`src/hdl/lsuAlignPkg.sv`:
```
////////////////////
// load/store alignment shared types
// request control, access size and address width
////////////////////

package lsuAlignPkg;

  // byte address width for every block in the LSU path
  parameter int ADR_W = 16;

  // read/write code, bit 1 read, bit 0 write
  typedef logic [1:0] memRw_t;

  localparam memRw_t RW_IDLE = 2'b00;  // no request in this stage

  // low bits of funct3 give the access size
  typedef enum logic [1:0] {
    SIZE_B,  // byte
    SIZE_H,  // half
    SIZE_W,  // word
    SIZE_D   // double, only with a 64-bit data path
  } memSize_t;

  // request control carried from E into M
  typedef struct packed {
    memRw_t     rw;
    logic [2:0] funct3;  // bit 2 set means unsigned load
  } memCtl_t;

endpackage
```
`src/hdl/byteMaskGen.sv`:
```
////////////////////
// byte mask generator
// two-word byte mask from size and offset
////////////////////

`timescale 1ns/1ps

module byteMaskGen #(
  parameter int LLEN = 64
) (
  input  lsuAlignPkg::memCtl_t          ctlM,
  input  logic [lsuAlignPkg::ADR_W-1:0] adrM,
  output logic [LLEN/8-1:0]             byteMask,    // bytes in the addressed word
  output logic [LLEN/8-1:0]             byteMaskExt  // bytes spilling into the next word
);

  localparam int BYTES = LLEN/8;
  localparam int OFFW  = $clog2(BYTES);

  logic [2*BYTES-1:0] sizeRun;  // ones for each byte of the access
  logic [2*BYTES-1:0] maskPair;

  always_comb begin
    case (lsuAlignPkg::memSize_t'(ctlM.funct3[1:0]))
      lsuAlignPkg::SIZE_B: sizeRun = (2*BYTES)'(8'h01);
      lsuAlignPkg::SIZE_H: sizeRun = (2*BYTES)'(8'h03);
      lsuAlignPkg::SIZE_W: sizeRun = (2*BYTES)'(8'h0f);
      default:             sizeRun = (2*BYTES)'(8'hff);  // double
    endcase
  end

  // place the run at the byte offset, overflow lands in the upper half
  assign maskPair    = (ctlM.rw == lsuAlignPkg::RW_IDLE) ? '0 : sizeRun << adrM[OFFW-1:0];
  assign byteMask    = maskPair[BYTES-1:0];
  assign byteMaskExt = maskPair[2*BYTES-1:BYTES];

endmodule

```
`config.mk`:
```
export PLATFORM = sky130hd
export DESIGN_NAME = byteMaskGen
export DESIGN_NICKNAME = d
export VERILOG_FILES = /design/src/hdl/lsuAlignPkg.sv /design/src/hdl/byteMaskGen.sv
export SDC_FILE = /design/constraint.sdc
export NUM_CORES = 1
export LEC_CHECK = 0
export BUFFER_PORTS_ARGS = -buffer_cell sky130_fd_sc_hd__buf_2
export CAP_MARGIN = 0
export CORE_AREA = 2 2 39 41
export DETAILED_ROUTE_END_ITERATION = 12
export DIE_AREA = 0 0 41 43
export GPL_TIMING_DRIVEN = 0
export PLACE_DENSITY = 0.66
export SLEW_MARGIN = 0
export SYNTH_ARGS = -nofsm -noshare
export SYNTH_HDL_FRONTEND = slang
export SYNTH_SLANG_ARGS = --single-unit
```
`constraint.sdc`:
```
create_clock -name vclk -period 0.8
set_input_delay 0.08 -clock vclk [all_inputs]
set_output_delay 0.08 -clock vclk [all_outputs]
set_load 0.01 [all_outputs]
```
==> flow_summary.json <==
{
  "min_path_cells": 4,
  "drtPass1Iterations": 4,
  "dieHeight_microns": 43,
  "gp_congestion": 0.781,
  "failed_checks": "setup timing",
  "io_pins": 37,
  "design.seq.count": 0,
  "slew_viol_final": 0,
  "setup.worst_path.class": "in -> out",
  "grt_pass1_vias": 356,
  "drc": 0,
  "dieArea_sq_um": 1760,
  "p_leak_nw": 0.339,
  "fmax_mhz": 1020,
  "yosysSeqAreaShare_pct": 0,
  "met1_length_microns": 553,
  "routed_wl_microns": 1390,
  "worst_setup_path_start_kind": "input port",
  "insertedDiodeCount": 0,
  "critPathArrivalTime_ns": 0.90,
  "cp.required_ns": 0.72,
  "grt_use_total_pct": 11.4,
  "grt_pass1_wl_microns": 1480,
  "synth_warnings": 0,
  "avgSynthCellArea_sq_um": 6.59,
  "layout_setup_ws_ns": -0.176,
  "synth_cells": 45,
  "fin_crit_sh_pct": 122,
  "dr_total_vias": 478,
  "startpoint": "adrM[1]",
  "powerDensity_nw_per_um2": 578,
  "antenna_found_initial": 0,
  "finalNetCount": 102,
  "finalSetupViolCount": 14,
  "max-vdd-ir-drop_mv": 0.185,
  "rows": 14,
  "chipWidth_microns": 41,
  "syn_to_final_growth_pct": 145,
  "clock_buffers": 0,
  "io_buffers": 22,
  "gr-total-overflow": 0,
  "post_drt_wl_per_cell_microns": 14.6,
  "synth_area_sq_um": 297,
  "met2_length_microns": 753,
  "grt_max_degree": 11,
  "finalHoldViolCount": 0,
  "fin_util_pct": 52.4,
  "core_sq_um": 1380,
  "cap_violations": 0,
  "wl_met3_microns": 64,
  "regArea_sq_um": 0,
  "period_minus_slack_ns": 0.976,
  "drive_above_1_share_pct": 81.0,
  "via_per_inst": 5.03,
  "ant_nets": 0,
  "hold-path-endpoint": "byteMask[0]",
  "hold_start": "adrM[0]",
  "cp_max_fo": 5,
  "fin_hold_ws_ns": 0.551,
  "pre_cts_ws_ns": -0.306,
  "syn_nets": 66,
  "drtIter0Drc": 13,
  "synth_cell_type_count": 24,
  "start_util_pct": 21.4,
  "outcome": "complete, but fails checks",
  "min_path_type": "in -> out",
  "crit_path_end_kind": "output pin",
  "top_layer_used": "met4",
  "rsz0062_at_grt": "yes"
}
## report_power, final
group	internal [mW]	switching, mW
sequential	0	0
combinational	0.228	0.192
clock	0	0
total	0.228	0.192
## layer usage
layer  up-vias  global-route usage [%]
met5         -                       0
met2        19                    19.7
met3         2                    1.05
li1        231                       -
met4         0                    2.67
met1       226                    14.2
## worst max-delay path by stage
stage | end | slack, ns | cells after the start
4_1_cts | byteMaskExt[2] | -0.19 | 5
5_1_grt | byteMask[4] | -0.20 | 6
3_5_place_dp | byteMask[2] | -0.31 | 5
3_3_place_gp | byteMask[2] | -0.28 | 5
6_report | byteMaskExt[2] | -0.18 | 5
2_1_floorplan | byteMask[5] | -0.001 | 4
## final cells by class
cell class / instances / area [sq um]
Fill cell: 119 / 658
Multi-Input combinational cell: 40 / 368
Timing Repair Buffer: 34 / 285
Tap cell: 16 / 20.0
Buffer: 5 / 52.6
## cells in the mapped netlist
cell       number  area, sq um
buf_4           3         22.5
o311ai_0        1         8.76
a21o_1          1         7.51
a2111oi_2       1         15.0
and2_2          1         7.51
a21oi_1         5         25.0
and4_1          1         8.76
and3_1          2         12.5
a221oi_2        1         15.0
or2_1           3         18.8
and2b_2         1         8.76
buf_2           2         10.0
and3b_2         1         10.0
nor3_1          4         20.0
and2_1          2         12.5
o21a_1          2         15.0
nor2_1          5         18.8
conb_1          1         3.75
maj3_2          2         22.5
nor4_1          1         6.26
a31oi_1         1         6.26
and2_4          1         8.76
o21ai_1         1         5.00
nand2_1         2         7.51
## logic make-up after synthesis
group / after synthesis / share of synthesized area, %
AO/OA/AOI/OAI: 13 / 32.9
adder cells (fa/ha/maj): 2 / 7.59
buffers and inverters: 5 / 11.0
other: 1 / 1.26
AND/OR/NAND/NOR: 24 / 47.3
## worst max-delay path, cell delays in order
cell and delay [ns]:
buf_8 0.11, and2_4 0.16, maj3_2 0.28, and3_1 0.14
buf_2 0.13
## what timing repair did
action,4_1_cts,5_1_grt
cloned,2,1
setup buffers,2,7
gates resized for setup,30,19
hold buffers,0,0
pin swaps,15,15
setup endpoints to repair,15,15
## layout by cell type, fill, tap and decap left out, drive strengths merged
cell / count
a2111oi: 1
nor4: 1
a221oi: 1
maj3: 2
conb: 1
o311ai: 1
buf: 39
a31oi: 1
a21oi: 5
nand2: 2
nor2: 5
o21ai: 1
a21o: 1
and3b: 1
o21a: 2
or2: 3
and2b: 1
nor3: 4
and2: 4
and3: 2
and4: 1
## per-stage QoR
step	cell area, sq um	cells	total power, mW	TNS [ns]
after global routing	726	95	0.443	-1.96
after floorplan	299	45	0.159	-0.00127
final	726	95	0.420	-1.59
after global placement	429	83	0.240	-3.30
after detailed placement	429	83	0.245	-3.42
after CTS	562	87	0.316	-1.54
(Power assumes the default switching activity.)
