--- config.mk ---
export PLATFORM = sky130hd
export DESIGN_NAME = spillAlign
export DESIGN_NICKNAME = d
export VERILOG_FILES = /design/src/hdl/lsuAlignPkg.sv /design/src/hdl/spillAlign.sv
export SDC_FILE = /design/constraint.sdc
export NUM_CORES = 1
export LEC_CHECK = 0
export BUFFER_PORTS_ARGS = -buffer_cell sky130_fd_sc_hd__buf_2
export CORE_MARGIN = 1
export CORE_UTILIZATION = 50
export CTS_CLUSTER_SIZE = 30
export DETAILED_ROUTE_END_ITERATION = 6
export PLACE_DENSITY = 0.85
export SLEW_MARGIN = 20
export SYNTH_ARGS = -nofsm -noshare
export SYNTH_HDL_FRONTEND = slang
export SYNTH_SLANG_ARGS = --single-unit
--- constraint.sdc ---
create_clock -name clk -period 3.6 [get_ports clk]
set_input_delay 0 -clock clk [delete_from_list [all_inputs] [get_ports clk]]
set_output_delay 0 -clock clk [all_outputs]
set_load 0.02 [all_outputs]
--- src/hdl/lsuAlignPkg.sv ---
////////////////////
// load/store alignment shared types
// request control, access size and address width
////////////////////

package lsuAlignPkg;

  // byte address width for every block in the LSU path
  parameter int ADR_W = 16;

  // read/write code, bit 1 read, bit 0 write
  typedef logic [1:0] memRw_t;

  localparam memRw_t RW_IDLE = 2'b00;  // no request in this stage

  // low bits of funct3 give the access size
  typedef enum logic [1:0] {
    SIZE_B,  // byte
    SIZE_H,  // half
    SIZE_W,  // word
    SIZE_D   // double, only with a 64-bit data path
  } memSize_t;

  // request control carried from E into M
  typedef struct packed {
    memRw_t     rw;
    logic [2:0] funct3;  // bit 2 set means unsigned load
  } memCtl_t;

endpackage
--- src/hdl/spillAlign.sv ---
////////////////////
// spill unit
// splits word-crossing accesses in two, merges loads
// and rotates store data across both words
////////////////////

`timescale 1ns/1ps

module spillAlign #(
  parameter int LLEN = 64
) (
  input  logic                          clk,
  input  logic                          arstN,
  input  lsuAlignPkg::memCtl_t          ctlM,
  input  logic [lsuAlignPkg::ADR_W-1:0] adrE,
  input  logic [lsuAlignPkg::ADR_W-1:0] adrM,
  input  logic [LLEN-1:0]               rdWordM,
  input  logic [LLEN-1:0]               wrDataM,
  input  logic [LLEN/8-1:0]             byteMask,
  input  logic [LLEN/8-1:0]             byteMaskExt,
  output logic [lsuAlignPkg::ADR_W-1:0] adrSpillE,   // RAM read address
  output logic [lsuAlignPkg::ADR_W-1:0] adrSpillM,   // RAM write address
  output logic [LLEN-1:0]               wrWord,
  output logic [LLEN/8-1:0]             wrMask,
  output logic                          wrEn,
  output logic [LLEN-1:0]               alignedData, // load data moved down to byte 0
  output logic                          spillStall,
  output logic                          loadValid
);

  localparam int BYTES = LLEN/8;
  localparam int OFFW  = $clog2(BYTES);
  localparam int ADR_W = lsuAlignPkg::ADR_W;

  typedef enum logic {READY, SPILL} spillState_t;

  spillState_t       state, stateNext;
  logic [OFFW-1:0]   byteOff;      // offset inside the word
  logic [OFFW-1:0]   sizeMask;     // offset bits that must be zero for this size
  logic              misaligned;
  logic              inSpill;
  logic [OFFW+2:0]   shiftAmt;     // bit shift, 8 per byte
  logic [ADR_W-1:0]  adrInc;       // next word of the access
  logic [LLEN-1:0]   firstWord;
  logic [2*LLEN-1:0] rdPair;
  logic [2*LLEN-1:0] rdShifted;
  logic [3*LLEN-1:0] wrShiftedExt;
  logic [2*LLEN-1:0] wrPair;

  function automatic logic [ADR_W-1:0] wordBase(input logic [ADR_W-1:0] adr);
    return {adr[ADR_W-1:OFFW], {OFFW{1'b0}}};  // round down to the word
  endfunction

  ////////////////////
  // spill detection

  assign byteOff = adrM[OFFW-1:0];

  always_comb begin
    case (lsuAlignPkg::memSize_t'(ctlM.funct3[1:0]))
      lsuAlignPkg::SIZE_B: sizeMask = '0;
      lsuAlignPkg::SIZE_H: sizeMask = OFFW'(3'd1);
      lsuAlignPkg::SIZE_W: sizeMask = OFFW'(3'd3);
      default:             sizeMask = OFFW'(3'd7);
    endcase
  end

  // no cache line, so every misaligned access takes the second word
  assign misaligned = (ctlM.rw != lsuAlignPkg::RW_IDLE) && ((byteOff & sizeMask) != '0);

  always_ff @(posedge clk or negedge arstN) begin
    if (!arstN) state <= READY;
    else        state <= stateNext;
  end

  always_comb begin
    case (state)
      READY:   stateNext = misaligned ? SPILL : READY;
      default: stateNext = READY;  // second half takes one cycle
    endcase
  end

  assign inSpill    = (state == SPILL);
  assign spillStall = (state == READY) && misaligned;
  assign loadValid  = ctlM.rw[1] && (inSpill || !misaligned);

  ////////////////////
  // address muxes

  assign adrInc    = adrM + ADR_W'(BYTES);
  assign adrSpillE = spillStall ? wordBase(adrInc) : wordBase(adrE);  // fetch second word early
  assign adrSpillM = inSpill ? wordBase(adrInc) : wordBase(adrM);

  ////////////////////
  // load merge

  // first word sits on rdWordM during the stall cycle
  always_ff @(posedge clk) begin
    if (spillStall) firstWord <= rdWordM;
  end

  assign shiftAmt    = {byteOff, 3'b000};
  assign rdPair      = inSpill ? {rdWordM, firstWord} : {rdWordM, rdWordM};
  assign rdShifted   = rdPair >> shiftAmt;
  assign alignedData = rdShifted[LLEN-1:0];

  ////////////////////
  // store split

  // triple copy so no zeros are shifted into live lanes
  assign wrShiftedExt = {wrDataM, wrDataM, wrDataM} << shiftAmt;
  assign wrPair       = wrShiftedExt[3*LLEN-1:LLEN];
  assign wrWord       = inSpill ? wrPair[2*LLEN-1:LLEN] : wrPair[LLEN-1:0];
  assign wrMask       = inSpill ? byteMaskExt : byteMask;
  assign wrEn         = ctlM.rw[0] && (wrMask != '0);  // empty half writes nothing

  ////////////////////
  // checks

  // the second half runs on the control that stalled
  a_spillSameCtl: assert property (
    @(posedge clk) disable iff (!arstN) inSpill |-> $stable(ctlM)
  );

  // the stalled request stays put in M for its second half
  a_stallHoldsReq: assert property (
    @(posedge clk) disable iff (!arstN)
    spillStall |-> (ctlM.rw != lsuAlignPkg::RW_IDLE) ##1 (inSpill && $stable(adrM))
  );

endmodule

==> results_dict.tcl <==
set metrics [dict create \
    outcome "finished, final reports clean" \
    layout-area-overhead-vs-synth_pct 27.6 \
    synth_seq_cells 65 \
    drive_gt1_frac 0.519 \
    netlist_top_cells_area "mux4_2, edfxtp_1, mux2_2" \
    p_per_area_nw_per_um2 313 \
    finalSetupViolCount 0 \
    antenna_found_initial 0 \
    cts_resized 0 \
    grt.total_usage 0.293 \
    portBuffers 343 \
    numCtsBuffers 9 \
    grt_max_degree 92 \
    crit_start "inSpill" \
    peakVddDrop_mv 0.268 \
    drt_iter0_markers 690 \
    io_pins 354 \
    ant_nets 0 \
    hold_class "primary input to output pin" \
    max_cap_violations 0 \
    cts_root_buffer "clkbuf_16" \
    row_count 49 \
    critical_path_class "flop to output pin" \
    avgSynthCellArea_um2 11.6 \
    r2r-end "firstWord[3]" \
    cts_setup_buffers 0 \
    period_minus_slack_ns 2.86 \
    cts_tree "done" \
    clock-sinks 65 \
    dr.pass1.iters 5 \
    mappedNetlistArea_um2 9220 \
    clkSlewWorstSetupHoldPaths_ns 0.06 \
    hpwl_um 19800 \
    arrival_ns 2.86 \
    end_kind "output pin" \
    drc 0 \
    wire_per_inst_um 20.8 \
    p_leak_nw 4.90 \
    grt_pass1_vias 8268 \
    synth_top_cell_area_share 0.215 \
    avgViaCountPerCell 6.38 \
    timing_hold_violations_final 0 \
    yosysWarningCount 0 \
    required_ns 3.60 \
    endpoint "alignedData[27]" \
    fmax_ghz 0.350 \
    syn_inst 792 \
    die_y_um 138 \
    insertion_delay_ns 0.34 \
    nets 1331 \
    rrSetupSlack_ns 1.31 \
    finalMaxSlewViolations 0 \
    min_period_over_period 0.794 \
    synth_top_area_cell "mux4_2" \
    htreeDepth 3 \
    fp.dieW_um 138 \
    die_area_um2 19000 \
    start_kind "flop" \
    fin_tns_setup_ns 0 \
    cts_hold_buf 66 \
    grt_pass1_wl_um 43100 \
    start_util 0.511 \
    reg2reg_from "inSpill" \
    vias 8805 \
    routed_wl_um 28800 \
    antennaDiodeCount 0 \
    fin_util 0.653 \
    worst_clock_skew_ns 0.00608 \
    ys_types 43 \
    r2r_cells 2 \
    critPathMaxFanout 52 \
    grt_setup_unrepaired "no" \
    relSlewSlack 0.292 \
    core_region_area_um2 18000 \
    gp_congestion 0.983 \
    synth-seq-area-share 0.211 \
    clock_path_buffers 2 \
    grt-ovfl-total 0 \
    worstMarginPinSlew_ns 1.06 \
]
## flip-flops by register name (all words and copies together) (netlist names)
name and count:
firstWord 64, inSpill 1
## synth_stat cells, drive strengths merged
cell	count
a221o	12
xnor2	19
a21oi	44
or3	1
nor2	54
nand4	2
nor2b	10
mux2	130
or2	1
clkbuf	16
nand2	71
o211ai	4
ha	1
mux4	112
nand2b	8
dfrtp	1
o221ai	12
nor4	7
a21o	4
a222oi	4
buf	69
o21ai	36
a21boi	1
xor2	4
nor3	3
conb	1
edfxtp	64
mux2i	78
inv	3
a211oi	1
nand3	9
and3	2
and2	4
a311oi	4
## through the flow
step	cells	cell area, µm²	setup slack [ns]	hold WS (ns)	total power (W)
4_1_cts	1381	11800	0.825	0.344	0.00365
2_1_floorplan	797	9240	1.50	-0.296	0.00219
6_report	1381	11800	0.741	0.344	0.00368
5_1_grt	1381	11800	0.661	0.357	0.00385
3_3_place_gp	1299	10800	1.21	-0.223	0.00268
3_5_place_dp	1299	10800	1.19	-0.223	0.00272
## worst min-delay path by stage
stage	start	end	slack, ns	cells past startpoint
after floorplan	arstN	inSpill	-0.30	0
after global placement	arstN	inSpill	-0.22	1
after detailed placement	arstN	inSpill	-0.22	1
after CTS	adrE[3]	adrSpillE[3]	0.34	4
after global routing	adrE[3]	adrSpillE[3]	0.36	4
final	adrM[15]	adrSpillM[15]	0.34	3
## final cells by class
class,count,area [µm²]
repair buffers,424,2560
inverters,3,11.3
clock buffers,9,225
flip-flops and latches,65,1950
well taps,229,287
multi-input cells,644,6660
fillers,1322,6260
clock inverters,7,71.3
## per-layer routing
layer | part of all wire | GRT usage
met1 | 0.37 | 0.370
met2 | 0.49 | 0.488
met3 | 0.097 | 0.0548
met4 | 0.037 | 0.132
met5 | 0 | 0
## power by group
group,internal (W),switching [W],total [W]
clock network,0.000534,0.000347,0.000881
logic,0.000819,0.00102,0.00184
registers,0.000904,0.0000524,0.000957
## cells by family (layout without fill, tap and decap cells)
logic type                 after synthesis  count (layout)  synth area share
DFF                                     65              65             0.211
xor gates and xnor gates                23              23            0.0219
AOI/OAI and AO/OA                      122             122            0.0847
other                                    1               6          0.000407
and+or+nand+nor                        172             172            0.0828
muxes                                  320             320             0.529
buffers and inverters                   88             443            0.0684
adders and majority gates                1               1           0.00136
## critical path, stage by stage (launching register included)
cell and delay (ns):
dfrtp_4 0.87, buf_12 0.29, mux2_2 0.35, mux2i_1 0.20, o21ai_0 0.17, a221o_1 0.42, buf_2 0.18
## layout by cell type (no fill, tap or decap), types with 36 or more instances in the layout
cell type      synthesis  layout
dlygate4sd3_1          0      66
edfxtp_1              64      64
mux2_2               124     124
mux4_2                88      88
o21ai_0               36      36
mux2i_1               78      78
buf_2                 30     340
nor2_1                54      53
nand2_1               71      71
a21oi_1               44      44
Note: power is estimated with default switching activity, not from simulation.
