==> src/hdl/lsuAlignPkg.sv <==
////////////////////
// load/store alignment shared types
// request control, access size and address width
////////////////////

package lsuAlignPkg;

  // byte address width for every block in the LSU path
  parameter int ADR_W = 16;

  // read/write code, bit 1 read, bit 0 write
  typedef logic [1:0] memRw_t;

  localparam memRw_t RW_IDLE = 2'b00;  // no request in this stage

  // low bits of funct3 give the access size
  typedef enum logic [1:0] {
    SIZE_B,  // byte
    SIZE_H,  // half
    SIZE_W,  // word
    SIZE_D   // double, only with a 64-bit data path
  } memSize_t;

  // request control carried from E into M
  typedef struct packed {
    memRw_t     rw;
    logic [2:0] funct3;  // bit 2 set means unsigned load
  } memCtl_t;

endpackage
==> src/hdl/loadFormat.sv <==
////////////////////
// load formatter
// sign or zero extension by access size
////////////////////

`timescale 1ns/1ps

module loadFormat #(
  parameter int LLEN = 64
) (
  input  lsuAlignPkg::memCtl_t ctlM,
  input  logic [LLEN-1:0]      alignedData,
  output logic [LLEN-1:0]      loadData
);

  logic [LLEN-1:0] lowMask;  // bytes kept from the aligned data
  logic            signBit;  // top bit of the selected field

  always_comb begin
    case (lsuAlignPkg::memSize_t'(ctlM.funct3[1:0]))
      lsuAlignPkg::SIZE_B: begin
        lowMask = LLEN'(8'hff);
        signBit = alignedData[7];
      end
      lsuAlignPkg::SIZE_H: begin
        lowMask = LLEN'(16'hffff);
        signBit = alignedData[15];
      end
      lsuAlignPkg::SIZE_W: begin
        lowMask = LLEN'(32'hffff_ffff);
        signBit = alignedData[31];
      end
      default: begin  // double fills the word
        lowMask = '1;
        signBit = alignedData[LLEN-1];
      end
    endcase
  end

  // funct3[2] picks zero extension
  assign loadData = (alignedData & lowMask) | ({LLEN{signBit & ~ctlM.funct3[2]}} & ~lowMask);

endmodule

==> config.mk <==
export PLATFORM = sky130hd
export DESIGN_NAME = loadFormat
export DESIGN_NICKNAME = d
export VERILOG_FILES = /design/src/hdl/lsuAlignPkg.sv /design/src/hdl/loadFormat.sv
export SDC_FILE = /design/constraint.sdc
export NUM_CORES = 1
export LEC_CHECK = 0
export BUFFER_PORTS_ARGS = -buffer_cell sky130_fd_sc_hd__buf_2
export CORE_MARGIN = 3
export CORE_UTILIZATION = 33
export DETAILED_ROUTE_END_ITERATION = 8
export PLACE_DENSITY = 0.91
export SYNTH_ARGS = -nofsm -noshare
export SYNTH_HDL_FRONTEND = slang
export SYNTH_SLANG_ARGS = --single-unit
==> constraint.sdc <==
create_clock -name vclk -period 2.4
set_input_delay 0.48 -clock vclk [all_inputs]
set_output_delay 0.48 -clock vclk [all_outputs]
set_load 0.02 [all_outputs]
==> flow_summary.html, run 1 <==
<table>
<tr><th>Metric</th><th>Value</th></tr>
<tr><th colspan="2">Setup path</th></tr>
<tr><td>Cell chain of the critical path</td><td>buf_2, or2_1, buf_4, o211ai_1, buf_2</td></tr>
<tr><td>Setup crit end kind</td><td>output port</td></tr>
<tr><td>Critical path class</td><td>in2out</td></tr>
<tr><td>Data required time of the worst path</td><td>roughly 1900 ps</td></tr>
<tr><td>Crit-path max cell delay</td><td>about 260 ps</td></tr>
<tr><td>Most Frequent Cell on Critical Path</td><td>buf_2</td></tr>
<tr><td>Top fanout value on the critical path</td><td>47</td></tr>
<tr><td>Cell type of the slowest stage on the worst timing path</td><td>buf_4</td></tr>
<tr><td>Startpoint types</td><td>input port</td></tr>
<tr><td>Worst setup path start</td><td>ctlM[1]</td></tr>
<tr><td>Arrival time at the worst endpoint</td><td>between 1500 and 2000 ps</td></tr>
<tr><th colspan="2">Placement</th></tr>
<tr><td>Last weighted congestion value of the routability-driven placer</td><td>between 0.7 and 0.8</td></tr>
<tr><td>I/O Buffers</td><td>roughly 120</td></tr>
<tr><td>Estimated wirelength of the detail-placed design</td><td>~2500 um</td></tr>
<tr><th colspan="2">Finish</th></tr>
<tr><td>Area overhead of the layout relative to synthesis</td><td>58.8%</td></tr>
<tr><td>Number of sequential cells</td><td>0</td></tr>
<tr><td>Antenna diodes</td><td>0</td></tr>
<tr><td>Clock buffers</td><td>0</td></tr>
<tr><td>Fill cell instance count of the final layout</td><td>245</td></tr>
<tr><td>Final cell utilization of the core</td><td>0.579</td></tr>
<tr><td>Share of final-layout standard cells stronger than drive strength 1</td><td>0.523</td></tr>
<tr><td>Post-layout net count</td><td>slightly above 300</td></tr>
<tr><td>Seq. cell area</td><td>0 sq um</td></tr>
<tr><th colspan="2">Floorplanning</th></tr>
<tr><td>Die X-Extent</td><td>approximately 57 um</td></tr>
<tr><td>Height of the die</td><td>56.9 um</td></tr>
<tr><td>Core box area</td><td>approximately 2300 sq um</td></tr>
<tr><td>Effective utilization at floorplan</td><td>0.365</td></tr>
<tr><td>Die ar.</td><td>roughly 3200 sq um</td></tr>
<tr><td>Row count</td><td>17</td></tr>
<tr><td>Number of placed I/O pins</td><td>133</td></tr>
<tr><th colspan="2">Yosys</th></tr>
<tr><td>Cell area after synthesis</td><td>~850 sq um</td></tr>
<tr><td>Top-area cell type share of the netlist area</td><td>0.282</td></tr>
<tr><td>Commonest cells in the netlist</td><td>nand3_1 (32), o211ai_1 (32), nand2_1 (24), o21ai_0 (18), clkbuf_1 (13)</td></tr>
<tr><td>Top cell type by total area after synthesis</td><td>o211ai_1</td></tr>
<tr><td>Compound-Gate Fraction of Synth Area</td><td>0.422</td></tr>
<tr><td>Syn Nets</td><td>~220</td></tr>
<tr><td>Total of warnings raised by yosys</td><td>0</td></tr>
<tr><td>Register area share after synthesis</td><td>0</td></tr>
<tr><td>Largest family of logic cells by synthesized area</td><td>compound AO/OA/AOI/OAI gates</td></tr>
<tr><td>Number of cells produced by synthesis</td><td>150</td></tr>
<tr><td>Xor/xnor cell area share of the yosys netlist</td><td>0</td></tr>
<tr><td>Unique masters post-synth</td><td>13</td></tr>
<tr><td>Multiplexer share of the synthesized area</td><td>0.0117</td></tr>
<tr><td>Syn avg cell area</td><td>~5.7 sq um</td></tr>
<tr><td>Fraction of the mapped netlist area in simple logic gates</td><td>0.330</td></tr>
<tr><td>Top area cells in the synthesized netlist</td><td>o211ai_1 (28%), nand3_1 (19%), o21ai_0 (11%)</td></tr>
<tr><td>Synth Area in Adders</td><td>0</td></tr>
<tr><th colspan="2">Routing</th></tr>
<tr><td>Vias per std cell</td><td>5.39</td></tr>
<tr><td>DRT iter0 DRCs</td><td>128</td></tr>
<tr><td>First drt pass iteration count</td><td>4</td></tr>
<tr><td>Via count</td><td>~1,400</td></tr>
<tr><td>Number of routed nets with antenna violations</td><td>0</td></tr>
<tr><td>Aggregate routed wire length</td><td>between 3000 and 4000 um</td></tr>
<tr><td>Detailed-route wire length per cell</td><td>~13 um</td></tr>
<tr><td>Number of remaining DRC errors</td><td>0</td></tr>
<tr><th colspan="2">Job</th></tr>
<tr><td>Number of max-cap violations</td><td>0</td></tr>
<tr><th colspan="2">Global route</th></tr>
<tr><td>Number of global-route vias before repair</td><td>1,257</td></tr>
<tr><td>Grt ovf</td><td>0</td></tr>
<tr><td>Antenna violations before repair</td><td>0</td></tr>
<tr><td>First-pass GRT wire length</td><td>5390 um</td></tr>
<tr><td>Total Routing Usage GR</td><td>0.192</td></tr>
<tr><td>Pin count of the biggest net entering global routing</td><td>a little under 50</td></tr>
<tr><th colspan="2">Timing</th></tr>
<tr><td>Maximum frequency from static timing analysis</td><td>between 0.4 and 0.5 GHz</td></tr>
<tr><td>Setup violators final</td><td>0</td></tr>
<tr><td>Max transition margin</td><td>0.714</td></tr>
<tr><td>RSZ-0062 raised after global routing</td><td>no</td></tr>
<tr><td>Final hold vios</td><td>0</td></tr>
<tr><td>Final setup TNS</td><td>0 ps</td></tr>
<tr><td>Worst-case hold slack</td><td>roughly 960 ps</td></tr>
<tr><td>Worst slew pin tran</td><td>around 430 ps</td></tr>
<tr><td>Post-route fraction of the period consumed by the critical path</td><td>0.851</td></tr>
<tr><td>Number of slew-limit violations in the final report</td><td>0</td></tr>
<tr><td>Tmin final</td><td>around 2000 ps</td></tr>
<tr><th colspan="2">Power and ir drop</th></tr>
<tr><td>Worst vdd ir</td><td>0.000151 V</td></tr>
<tr><td>Leakage power summed over all cells</td><td>approximately 0.74 nW</td></tr>
<tr><td>Total power after layout</td><td>approximately 370 uW</td></tr>
<tr><td>P per Cell Area</td><td>approximately 270 nW/um^2</td></tr>
<tr><th colspan="2">Clock network</th></tr>
<tr><td>Post-CTS resize count</td><td>0</td></tr>
<tr><td>Post-cts hold buffer count</td><td>0</td></tr>
<tr><td>Post-CTS Setup Repair Bufs</td><td>0</td></tr>
<tr><th colspan="2">Run status</th></tr>
<tr><td>Status</td><td>complete, no violations</td></tr>
<tr><th colspan="2">Min path</th></tr>
<tr><td>Min-delay src</td><td>alignedData[1]</td></tr>
<tr><td>Hold/Removal Path Class</td><td>in2out</td></tr>
</table>
-- cell families (layout without fill, tap and decap cells) --
kind of cell / after synthesis / in the layout
AO/OA/AOI/OAI: 56 / 56
AND/OR/NAND/NOR: 59 / 59
multiplexers: 1 / 1
buffers and inverters: 34 / 123
-- power breakdown --
group | internal, mW | leakage (nW) | total (mW) | switching [mW]
registers | 0 | 0 | 0 | 0
logic | 0.139 | 0.742 | 0.368 | 0.229
clock network | 0 | 0 | 0 | 0
total | 0.139 | 0.742 | 0.368 | 0.229
-- placed cells by master (no fill, tap or decap) --
master / instances
buf_4: 4
buf_12: 2
nand4bb_1: 1
nand3_1: 32
mux2i_4: 1
o211ai_1: 32
o21ai_1: 6
o21ai_0: 18
or4b_4: 1
nand2_1: 24
buf_2: 117
or2_1: 1
-- critical path, delay by kind of cell --
kind	cells	cell delay, ps
buf+inv	3	600
simple gates	1	240
compound gates	1	230
-- final timing paths --
path | to | slack (ps) | depth (start not counted)
worst max-delay path | loadData[63] | 360 | 5
worst min-delay path | loadData[1] | 960 | 0
-- final cells by class --
cell class                      instances  area [sq um]  area share
Tap cell                               28          35.0      0.0259
Timing Repair Buffer                  123           656       0.484
Multi-Input combinational cell        116           664       0.490
-- metal layers --
layer / global-route usage / routed length (um)
met1: 0.213 / 1340
met2: 0.380 / 1630
met3: 0.0414 / 405
met4: 0.0166 / 31
met5: 0 / 0
-- per-stage QoR --
stage,instances,setup WS [ps],instance area [sq um]
floorplan,150,492,853
global placement,267,391,1360
detailed placement,267,356,1360
CTS,267,358,1360
global route,267,270,1360
finish,267,357,1360
Note: power is estimated with default switching activity, not from simulation.
==> run 2: changes to the inputs <==
ABC_AREA = 1   (was unset)
CORE_UTILIZATION = 28   (was 33)
PLACE_DENSITY = 0.89   (was 0.91)
==> flow_summary.html, run 2 <==
<table>
<tr><th>Metric</th><th>Value</th></tr>
<tr><th colspan="2">Job</th></tr>
<tr><td>Number of max-cap violations</td><td>0</td></tr>
<tr><th colspan="2">Placement</th></tr>
<tr><td>Last weighted congestion value of the routability-driven placer</td><td>slightly below 0.7</td></tr>
<tr><td>Estimated wirelength of the detail-placed design</td><td>2030 um</td></tr>
<tr><td>I/O Buffers</td><td>between 100 and 150</td></tr>
<tr><th colspan="2">Timing</th></tr>
<tr><td>Setup violators final</td><td>0</td></tr>
<tr><td>Worst slew pin tran</td><td>about 320 ps</td></tr>
<tr><td>Tmin final</td><td>~2100 ps</td></tr>
<tr><td>Worst-case hold slack</td><td>960 ps</td></tr>
<tr><td>Final hold vios</td><td>0</td></tr>
<tr><td>Maximum frequency from static timing analysis</td><td>about 0.47 GHz</td></tr>
<tr><td>Number of slew-limit violations in the final report</td><td>0</td></tr>
<tr><td>Final setup TNS</td><td>0 ps</td></tr>
<tr><td>RSZ-0062 raised after global routing</td><td>no</td></tr>
<tr><td>Max transition margin</td><td>0.790</td></tr>
<tr><td>Post-route fraction of the period consumed by the critical path</td><td>0.888</td></tr>
<tr><th colspan="2">Finish</th></tr>
<tr><td>Area overhead of the layout relative to synthesis</td><td>75.9%</td></tr>
<tr><td>Most used cells in the layout excluding fill and tap cells</td><td>buf_2 (117), nand2_1 (115), inv_1 (7)</td></tr>
<tr><td>Post-layout net count</td><td>320</td></tr>
<tr><td>Seq. cell area</td><td>0 sq um</td></tr>
<tr><td>Number of sequential cells</td><td>0</td></tr>
<tr><td>Antenna diodes</td><td>0</td></tr>
<tr><td>Clock buffers</td><td>0</td></tr>
<tr><td>Fill cell instance count of the final layout</td><td>roughly 240</td></tr>
<tr><td>Share of final-layout standard cells stronger than drive strength 1</td><td>0.494</td></tr>
<tr><td>Most common cell after layout, fill and taps aside</td><td>buf_2</td></tr>
<tr><th colspan="2">Yosys</th></tr>
<tr><td>Register area share after synthesis</td><td>0</td></tr>
<tr><td>Top-area cell type share of the netlist area</td><td>0.650</td></tr>
<tr><td>Number of cells produced by synthesis</td><td>around 150</td></tr>
<tr><td>Top cell type by total area after synthesis</td><td>nand2_1</td></tr>
<tr><td>Cell area after synthesis</td><td>664 sq um</td></tr>
<tr><td>Unique masters post-synth</td><td>11</td></tr>
<tr><td>Syn avg cell area</td><td>around 4.5 sq um</td></tr>
<tr><td>Top area cells in the synthesized netlist</td><td>nand2_1 (65%), buf_4 (10%), buf_6 (6.8%)</td></tr>
<tr><td>Commonest cells in the netlist</td><td>nand2_1 (115), buf_4 (9), inv_1 (7), buf_6 (4)</td></tr>
<tr><td>Syn Nets</td><td>between 200 and 250</td></tr>
<tr><td>Total of warnings raised by yosys</td><td>0</td></tr>
<tr><td>Dominant cell by count in the synthesized netlist</td><td>nand2_1</td></tr>
<tr><th colspan="2">Setup path</th></tr>
<tr><td>Most Frequent Cell on Critical Path</td><td>nand2_1</td></tr>
<tr><td>Setup crit end kind</td><td>output port</td></tr>
<tr><td>Top fanout value on the critical path</td><td>32</td></tr>
<tr><td>Arrival time at the worst endpoint</td><td>between 1500 and 2000 ps</td></tr>
<tr><td>Critical path class</td><td>in2out</td></tr>
<tr><td>Data required time of the worst path</td><td>about 1900 ps</td></tr>
<tr><td>Crit-path max cell delay</td><td>~260 ps</td></tr>
<tr><td>Cell type of the slowest stage on the worst timing path</td><td>nand3_4</td></tr>
<tr><td>Startpoint types</td><td>input port</td></tr>
<tr><td>Cell chain of the critical path</td><td>buf_2, nor2_1, nand2_1, nand2_1, inv_1, nand2_4, nand3_4, nand2_1, buf_2</td></tr>
<tr><th colspan="2">Floorplanning</th></tr>
<tr><td>Effective utilization at floorplan</td><td>0.297</td></tr>
<tr><td>Die X-Extent</td><td>54.7 um</td></tr>
<tr><td>Height of the die</td><td>54.7 um</td></tr>
<tr><td>Number of placed I/O pins</td><td>about 130</td></tr>
<tr><td>Core box area</td><td>about 2200 sq um</td></tr>
<tr><td>Row count</td><td>17</td></tr>
<tr><td>Die ar.</td><td>between 2000 and 3000 sq um</td></tr>
<tr><th colspan="2">Routing</th></tr>
<tr><td>Aggregate routed wire length</td><td>roughly 2400 um</td></tr>
<tr><td>Number of remaining DRC errors</td><td>0</td></tr>
<tr><td>Number of routed nets with antenna violations</td><td>0</td></tr>
<tr><td>First drt pass iteration count</td><td>4</td></tr>
<tr><td>Vias per std cell</td><td>4.17</td></tr>
<tr><td>Detailed-route wire length per cell</td><td>roughly 8.6 um</td></tr>
<tr><td>DRT iter0 DRCs</td><td>25</td></tr>
<tr><td>Via count</td><td>approximately 1,200</td></tr>
<tr><th colspan="2">Power and ir drop</th></tr>
<tr><td>Clk network pwr share</td><td>0</td></tr>
<tr><td>Switching part of the total</td><td>0.636</td></tr>
<tr><td>Worst vdd ir</td><td>about 0.00015 V</td></tr>
<tr><td>Proportion of power drawn by flip-flops and latches</td><td>0</td></tr>
<tr><td>P per Cell Area</td><td>between 200 and 300 nW/um^2</td></tr>
<tr><td>Internal power</td><td>approximately 120 uW</td></tr>
<tr><td>Leakage power summed over all cells</td><td>roughly 1 nW</td></tr>
<tr><td>Logic gate share of total power</td><td>1.000</td></tr>
<tr><td>Net switching power</td><td>around 210 uW</td></tr>
<tr><th colspan="2">Global route</th></tr>
<tr><td>Antenna violations before repair</td><td>0</td></tr>
<tr><td>Total Routing Usage GR</td><td>0.126</td></tr>
<tr><td>Number of global-route vias before repair</td><td>roughly 780</td></tr>
<tr><td>Grt ovf</td><td>0</td></tr>
<tr><td>Pin count of the biggest net entering global routing</td><td>33</td></tr>
<tr><td>First-pass GRT wire length</td><td>approximately 3000 um</td></tr>
<tr><th colspan="2">Clock network</th></tr>
<tr><td>Post-CTS Setup Repair Bufs</td><td>0</td></tr>
<tr><td>Post-CTS resize count</td><td>0</td></tr>
<tr><td>Post-cts hold buffer count</td><td>0</td></tr>
<tr><th colspan="2">Run status</th></tr>
<tr><td>Status</td><td>complete, no violations</td></tr>
<tr><th colspan="2">Min path</th></tr>
<tr><td>Hold/Removal Path Class</td><td>in2out</td></tr>
</table>
[run 2: changes by cell type in the layout (fill, tap and decap cells not counted), sizes merged]
cell     previous run  this run
nand4bb             1         0
inv                 0         7
nor2                0         1
o21ai              24         0
nand2              24       116
or2                 1         0
o211ai             32         0
mux2i               1         0
buf               123       119
nand3              32         6
or4b                1         0
[run 2: worst max-delay path: cells and delay by family]
| kind | cells | cell delay, ps |
|---|---|---|
| simple gates | 6 | 800 |
| buf+inv | 3 | 360 |
[run 2: area by class of cell]
class / count / area [sq um] / share of cell area
Tap cell: 28 / 35.0 / 0.0300
Multi-Input combinational cell: 123 / 507 / 0.434
Inverter: 7 / 26.3 / 0.0225
Timing Repair Buffer: 119 / 601 / 0.514
[run 2: worst paths after layout]
check / startpoint / end / slack (ps) / cells past startpoint
hold / removal: alignedData[3] / loadData[3] / 960 / 0
setup / recovery: ctlM[1] / loadData[43] / 270 / 9
[run 2: per-layer routing]
metal / vias to the layer above / global-route usage / routed length [um]
met5: - / 0 / 0
met2: 57 / 0.258 / 1240
met4: 0 / 0.0124 / 13
met3: 4 / 0.00817 / 264
met1: 463 / 0.143 / 869
li1: 630 / - / -
[run 2: stage by stage]
step                power (mW)  utilization  setup WS (ps)  instances  instance area [sq um]
global route             0.364        0.523            138        277                   1170
floorplan                0.225            -            644        147                    664
CTS                      0.332        0.523            257        277                   1170
finish                   0.329        0.523            269        277                   1170
detailed placement       0.331        0.523            266        277                   1170
global placement         0.328        0.523            269        277                   1170
[run 2: cells by family (layout without fill, tap and decap cells)]
family / after synthesis / after routing / share of synthesized area
buf+inv: 24 / 126 / 0.237
simple gates: 123 / 123 / 0.763
[run 2: power groups by stage]
stage | registers, mW | clock network (mW) | logic, mW
after floorplan | 0 | 0 | 0.225
after global placement | 0 | 0 | 0.328
after detailed placement | 0 | 0 | 0.331
after CTS | 0 | 0 | 0.332
after global routing | 0 | 0 | 0.364
final | 0 | 0 | 0.329
==> run 3: changes to the inputs <==
CORE_ASPECT_RATIO = 0.7   (was unset)
==> flow_summary.html, run 3 (synthesized netlist as in run 2, its figures left out) <==
<table>
<tr><th>Metric</th><th>Value</th></tr>
<tr><th colspan="2">Floorplanning</th></tr>
<tr><td>Height of the die</td><td>roughly 47 um</td></tr>
<tr><td>Core box area</td><td>approximately 2200 sq um</td></tr>
<tr><td>Die ar.</td><td>~3000 sq um</td></tr>
<tr><td>Effective utilization at floorplan</td><td>0.301</td></tr>
<tr><td>Number of placed I/O pins</td><td>about 130</td></tr>
<tr><td>Row count</td><td>14</td></tr>
<tr><td>Die X-Extent</td><td>approximately 64 um</td></tr>
<tr><th colspan="2">Finish</th></tr>
<tr><td>Post-layout net count</td><td>320</td></tr>
<tr><td>Final cell utilization of the core</td><td>0.532</td></tr>
<tr><td>Seq. cell area</td><td>0 sq um</td></tr>
<tr><td>Share of final-layout standard cells stronger than drive strength 1</td><td>0.494</td></tr>
<tr><td>Most common cell after layout, fill and taps aside</td><td>buf_2</td></tr>
<tr><td>Antenna diodes</td><td>0</td></tr>
<tr><td>Most used cells in the layout excluding fill and tap cells</td><td>buf_2 (117), nand2_1 (115), inv_1 (7)</td></tr>
<tr><td>Fill cell instance count of the final layout</td><td>approximately 240</td></tr>
<tr><td>Area overhead of the layout relative to synthesis</td><td>76.6%</td></tr>
<tr><td>Count of non-filler cells in the finished layout</td><td>281</td></tr>
<tr><td>Number of sequential cells</td><td>0</td></tr>
<tr><td>Clock buffers</td><td>0</td></tr>
<tr><th colspan="2">Routing</th></tr>
<tr><td>Number of remaining DRC errors</td><td>0</td></tr>
<tr><td>Number of routed nets with antenna violations</td><td>0</td></tr>
<tr><td>Vias per std cell</td><td>around 4</td></tr>
<tr><td>First drt pass iteration count</td><td>4</td></tr>
<tr><td>Aggregate routed wire length</td><td>~2500 um</td></tr>
<tr><td>Detailed-route wire length per cell</td><td>8.79 um</td></tr>
<tr><td>DRT iter0 DRCs</td><td>38</td></tr>
<tr><td>Via count</td><td>around 1,100</td></tr>
<tr><th colspan="2">Clock network</th></tr>
<tr><td>Post-CTS Setup Repair Bufs</td><td>0</td></tr>
<tr><td>Post-cts hold buffer count</td><td>0</td></tr>
<tr><td>Post-CTS resize count</td><td>0</td></tr>
<tr><th colspan="2">Setup path</th></tr>
<tr><td>Arrival time at the worst endpoint</td><td>1630 ps</td></tr>
<tr><td>Data required time of the worst path</td><td>between 1500 and 2000 ps</td></tr>
<tr><td>Worst setup path start</td><td>ctlM[1]</td></tr>
<tr><td>Top fanout value on the critical path</td><td>32</td></tr>
<tr><td>Startpoint types</td><td>input port</td></tr>
<tr><td>Worst setup path end</td><td>loadData[43]</td></tr>
<tr><td>Critical path class</td><td>in2out</td></tr>
<tr><td>Setup crit end kind</td><td>output port</td></tr>
<tr><th colspan="2">Placement</th></tr>
<tr><td>Last weighted congestion value of the routability-driven placer</td><td>~0.75</td></tr>
<tr><td>I/O Buffers</td><td>around 120</td></tr>
<tr><td>Total placed cells including tap cells</td><td>281</td></tr>
<tr><td>Estimated wirelength of the detail-placed design</td><td>~2100 um</td></tr>
<tr><th colspan="2">Timing</th></tr>
<tr><td>Tmin final</td><td>~2100 ps</td></tr>
<tr><td>Max transition margin</td><td>0.785</td></tr>
<tr><td>Setup violators final</td><td>0</td></tr>
<tr><td>Worst slew pin tran</td><td>approximately 320 ps</td></tr>
<tr><td>RSZ-0062 raised after global routing</td><td>no</td></tr>
<tr><td>Post-route fraction of the period consumed by the critical path</td><td>0.881</td></tr>
<tr><td>Maximum frequency from static timing analysis</td><td>0.473 GHz</td></tr>
<tr><td>Number of slew-limit violations in the final report</td><td>0</td></tr>
<tr><td>Final hold vios</td><td>0</td></tr>
<tr><td>Final setup TNS</td><td>0 ps</td></tr>
<tr><th colspan="2">Min path</th></tr>
<tr><td>Hold/Removal Path Class</td><td>in2out</td></tr>
<tr><th colspan="2">Job</th></tr>
<tr><td>Number of max-cap violations</td><td>0</td></tr>
<tr><th colspan="2">Run status</th></tr>
<tr><td>Status</td><td>complete, no violations</td></tr>
<tr><th colspan="2">Global route</th></tr>
<tr><td>M3 GR Usage</td><td>0.0335</td></tr>
<tr><td>Met2 capacity usage during global routing</td><td>0.255</td></tr>
<tr><td>First-pass GRT wire length</td><td>3310 um</td></tr>
<tr><td>Number of global-route vias before repair</td><td>~780</td></tr>
<tr><td>Total Routing Usage GR</td><td>0.129</td></tr>
<tr><td>Pin count of the biggest net entering global routing</td><td>33</td></tr>
<tr><td>Most Used Layer, Global Route</td><td>met2</td></tr>
<tr><td>Grt ovf</td><td>0</td></tr>
<tr><td>Met1 global-route usage</td><td>0.155</td></tr>
<tr><td>Antenna violations before repair</td><td>0</td></tr>
<tr><th colspan="2">Power and ir drop</th></tr>
<tr><td>Worst vdd ir</td><td>between 0.0001 and 0.00015 V</td></tr>
<tr><td>Leakage power summed over all cells</td><td>0.982 nW</td></tr>
<tr><td>Total power after layout</td><td>between 300 and 400 uW</td></tr>
<tr><td>P per Cell Area</td><td>around 280 nW/um^2</td></tr>
</table>
## run 3: cell counts in the layout (fill, tap and decap cells not counted)
No cell type changed its count.
## run 3: routing by layer
layer	part of all wire	vias to the layer above
met2	0.48	57
met1	0.40	460
met5	0	-
met3	0.11	0
li1	-	630
met4	0	0
## run 3: metrics by stage
step / instance area, sq um / setup WS [ps] / hold slack (ps)
floorplan: 664 / 644 / 1070
global placement: 1170 / 288 / 960
detailed placement: 1170 / 280 / 960
CTS: 1170 / 277 / 960
global route: 1170 / 90.6 / 960
finish: 1170 / 287 / 960
## run 3: how the worst min path moves through the flow
stage	startpoint	slack, ps	cells after the start	to
2_1_floorplan	alignedData[0]	1070	1	loadData[0]
3_3_place_gp	alignedData[5]	960	0	loadData[5]
3_5_place_dp	alignedData[5]	960	0	loadData[5]
4_1_cts	alignedData[5]	960	0	loadData[5]
5_1_grt	alignedData[4]	960	0	loadData[4]
6_report	alignedData[6]	960	0	loadData[6]
## run 3: power breakdown
| part | switching [mW] | internal (mW) |
|---|---|---|
| combinational | 0.210 | 0.120 |
| clock | 0 | 0 |
| sequential | 0 | 0 |
## run 3: area by class of cell
type	instances	area (sq um)	area share
Multi-Input combinational cell	123	507	0.432
Timing Repair Buffer	119	601	0.512
Inverter	7	26.3	0.0224
Tap cell	32	40.0	0.0341
## run 3: critical path: stages
cell and delay [ps]:
buf_2 140, nor2_1 170, nand2_1 70, nand2_1 60, inv_1 60, nand2_4 90
nand3_4 260, nand2_1 140, buf_2 170
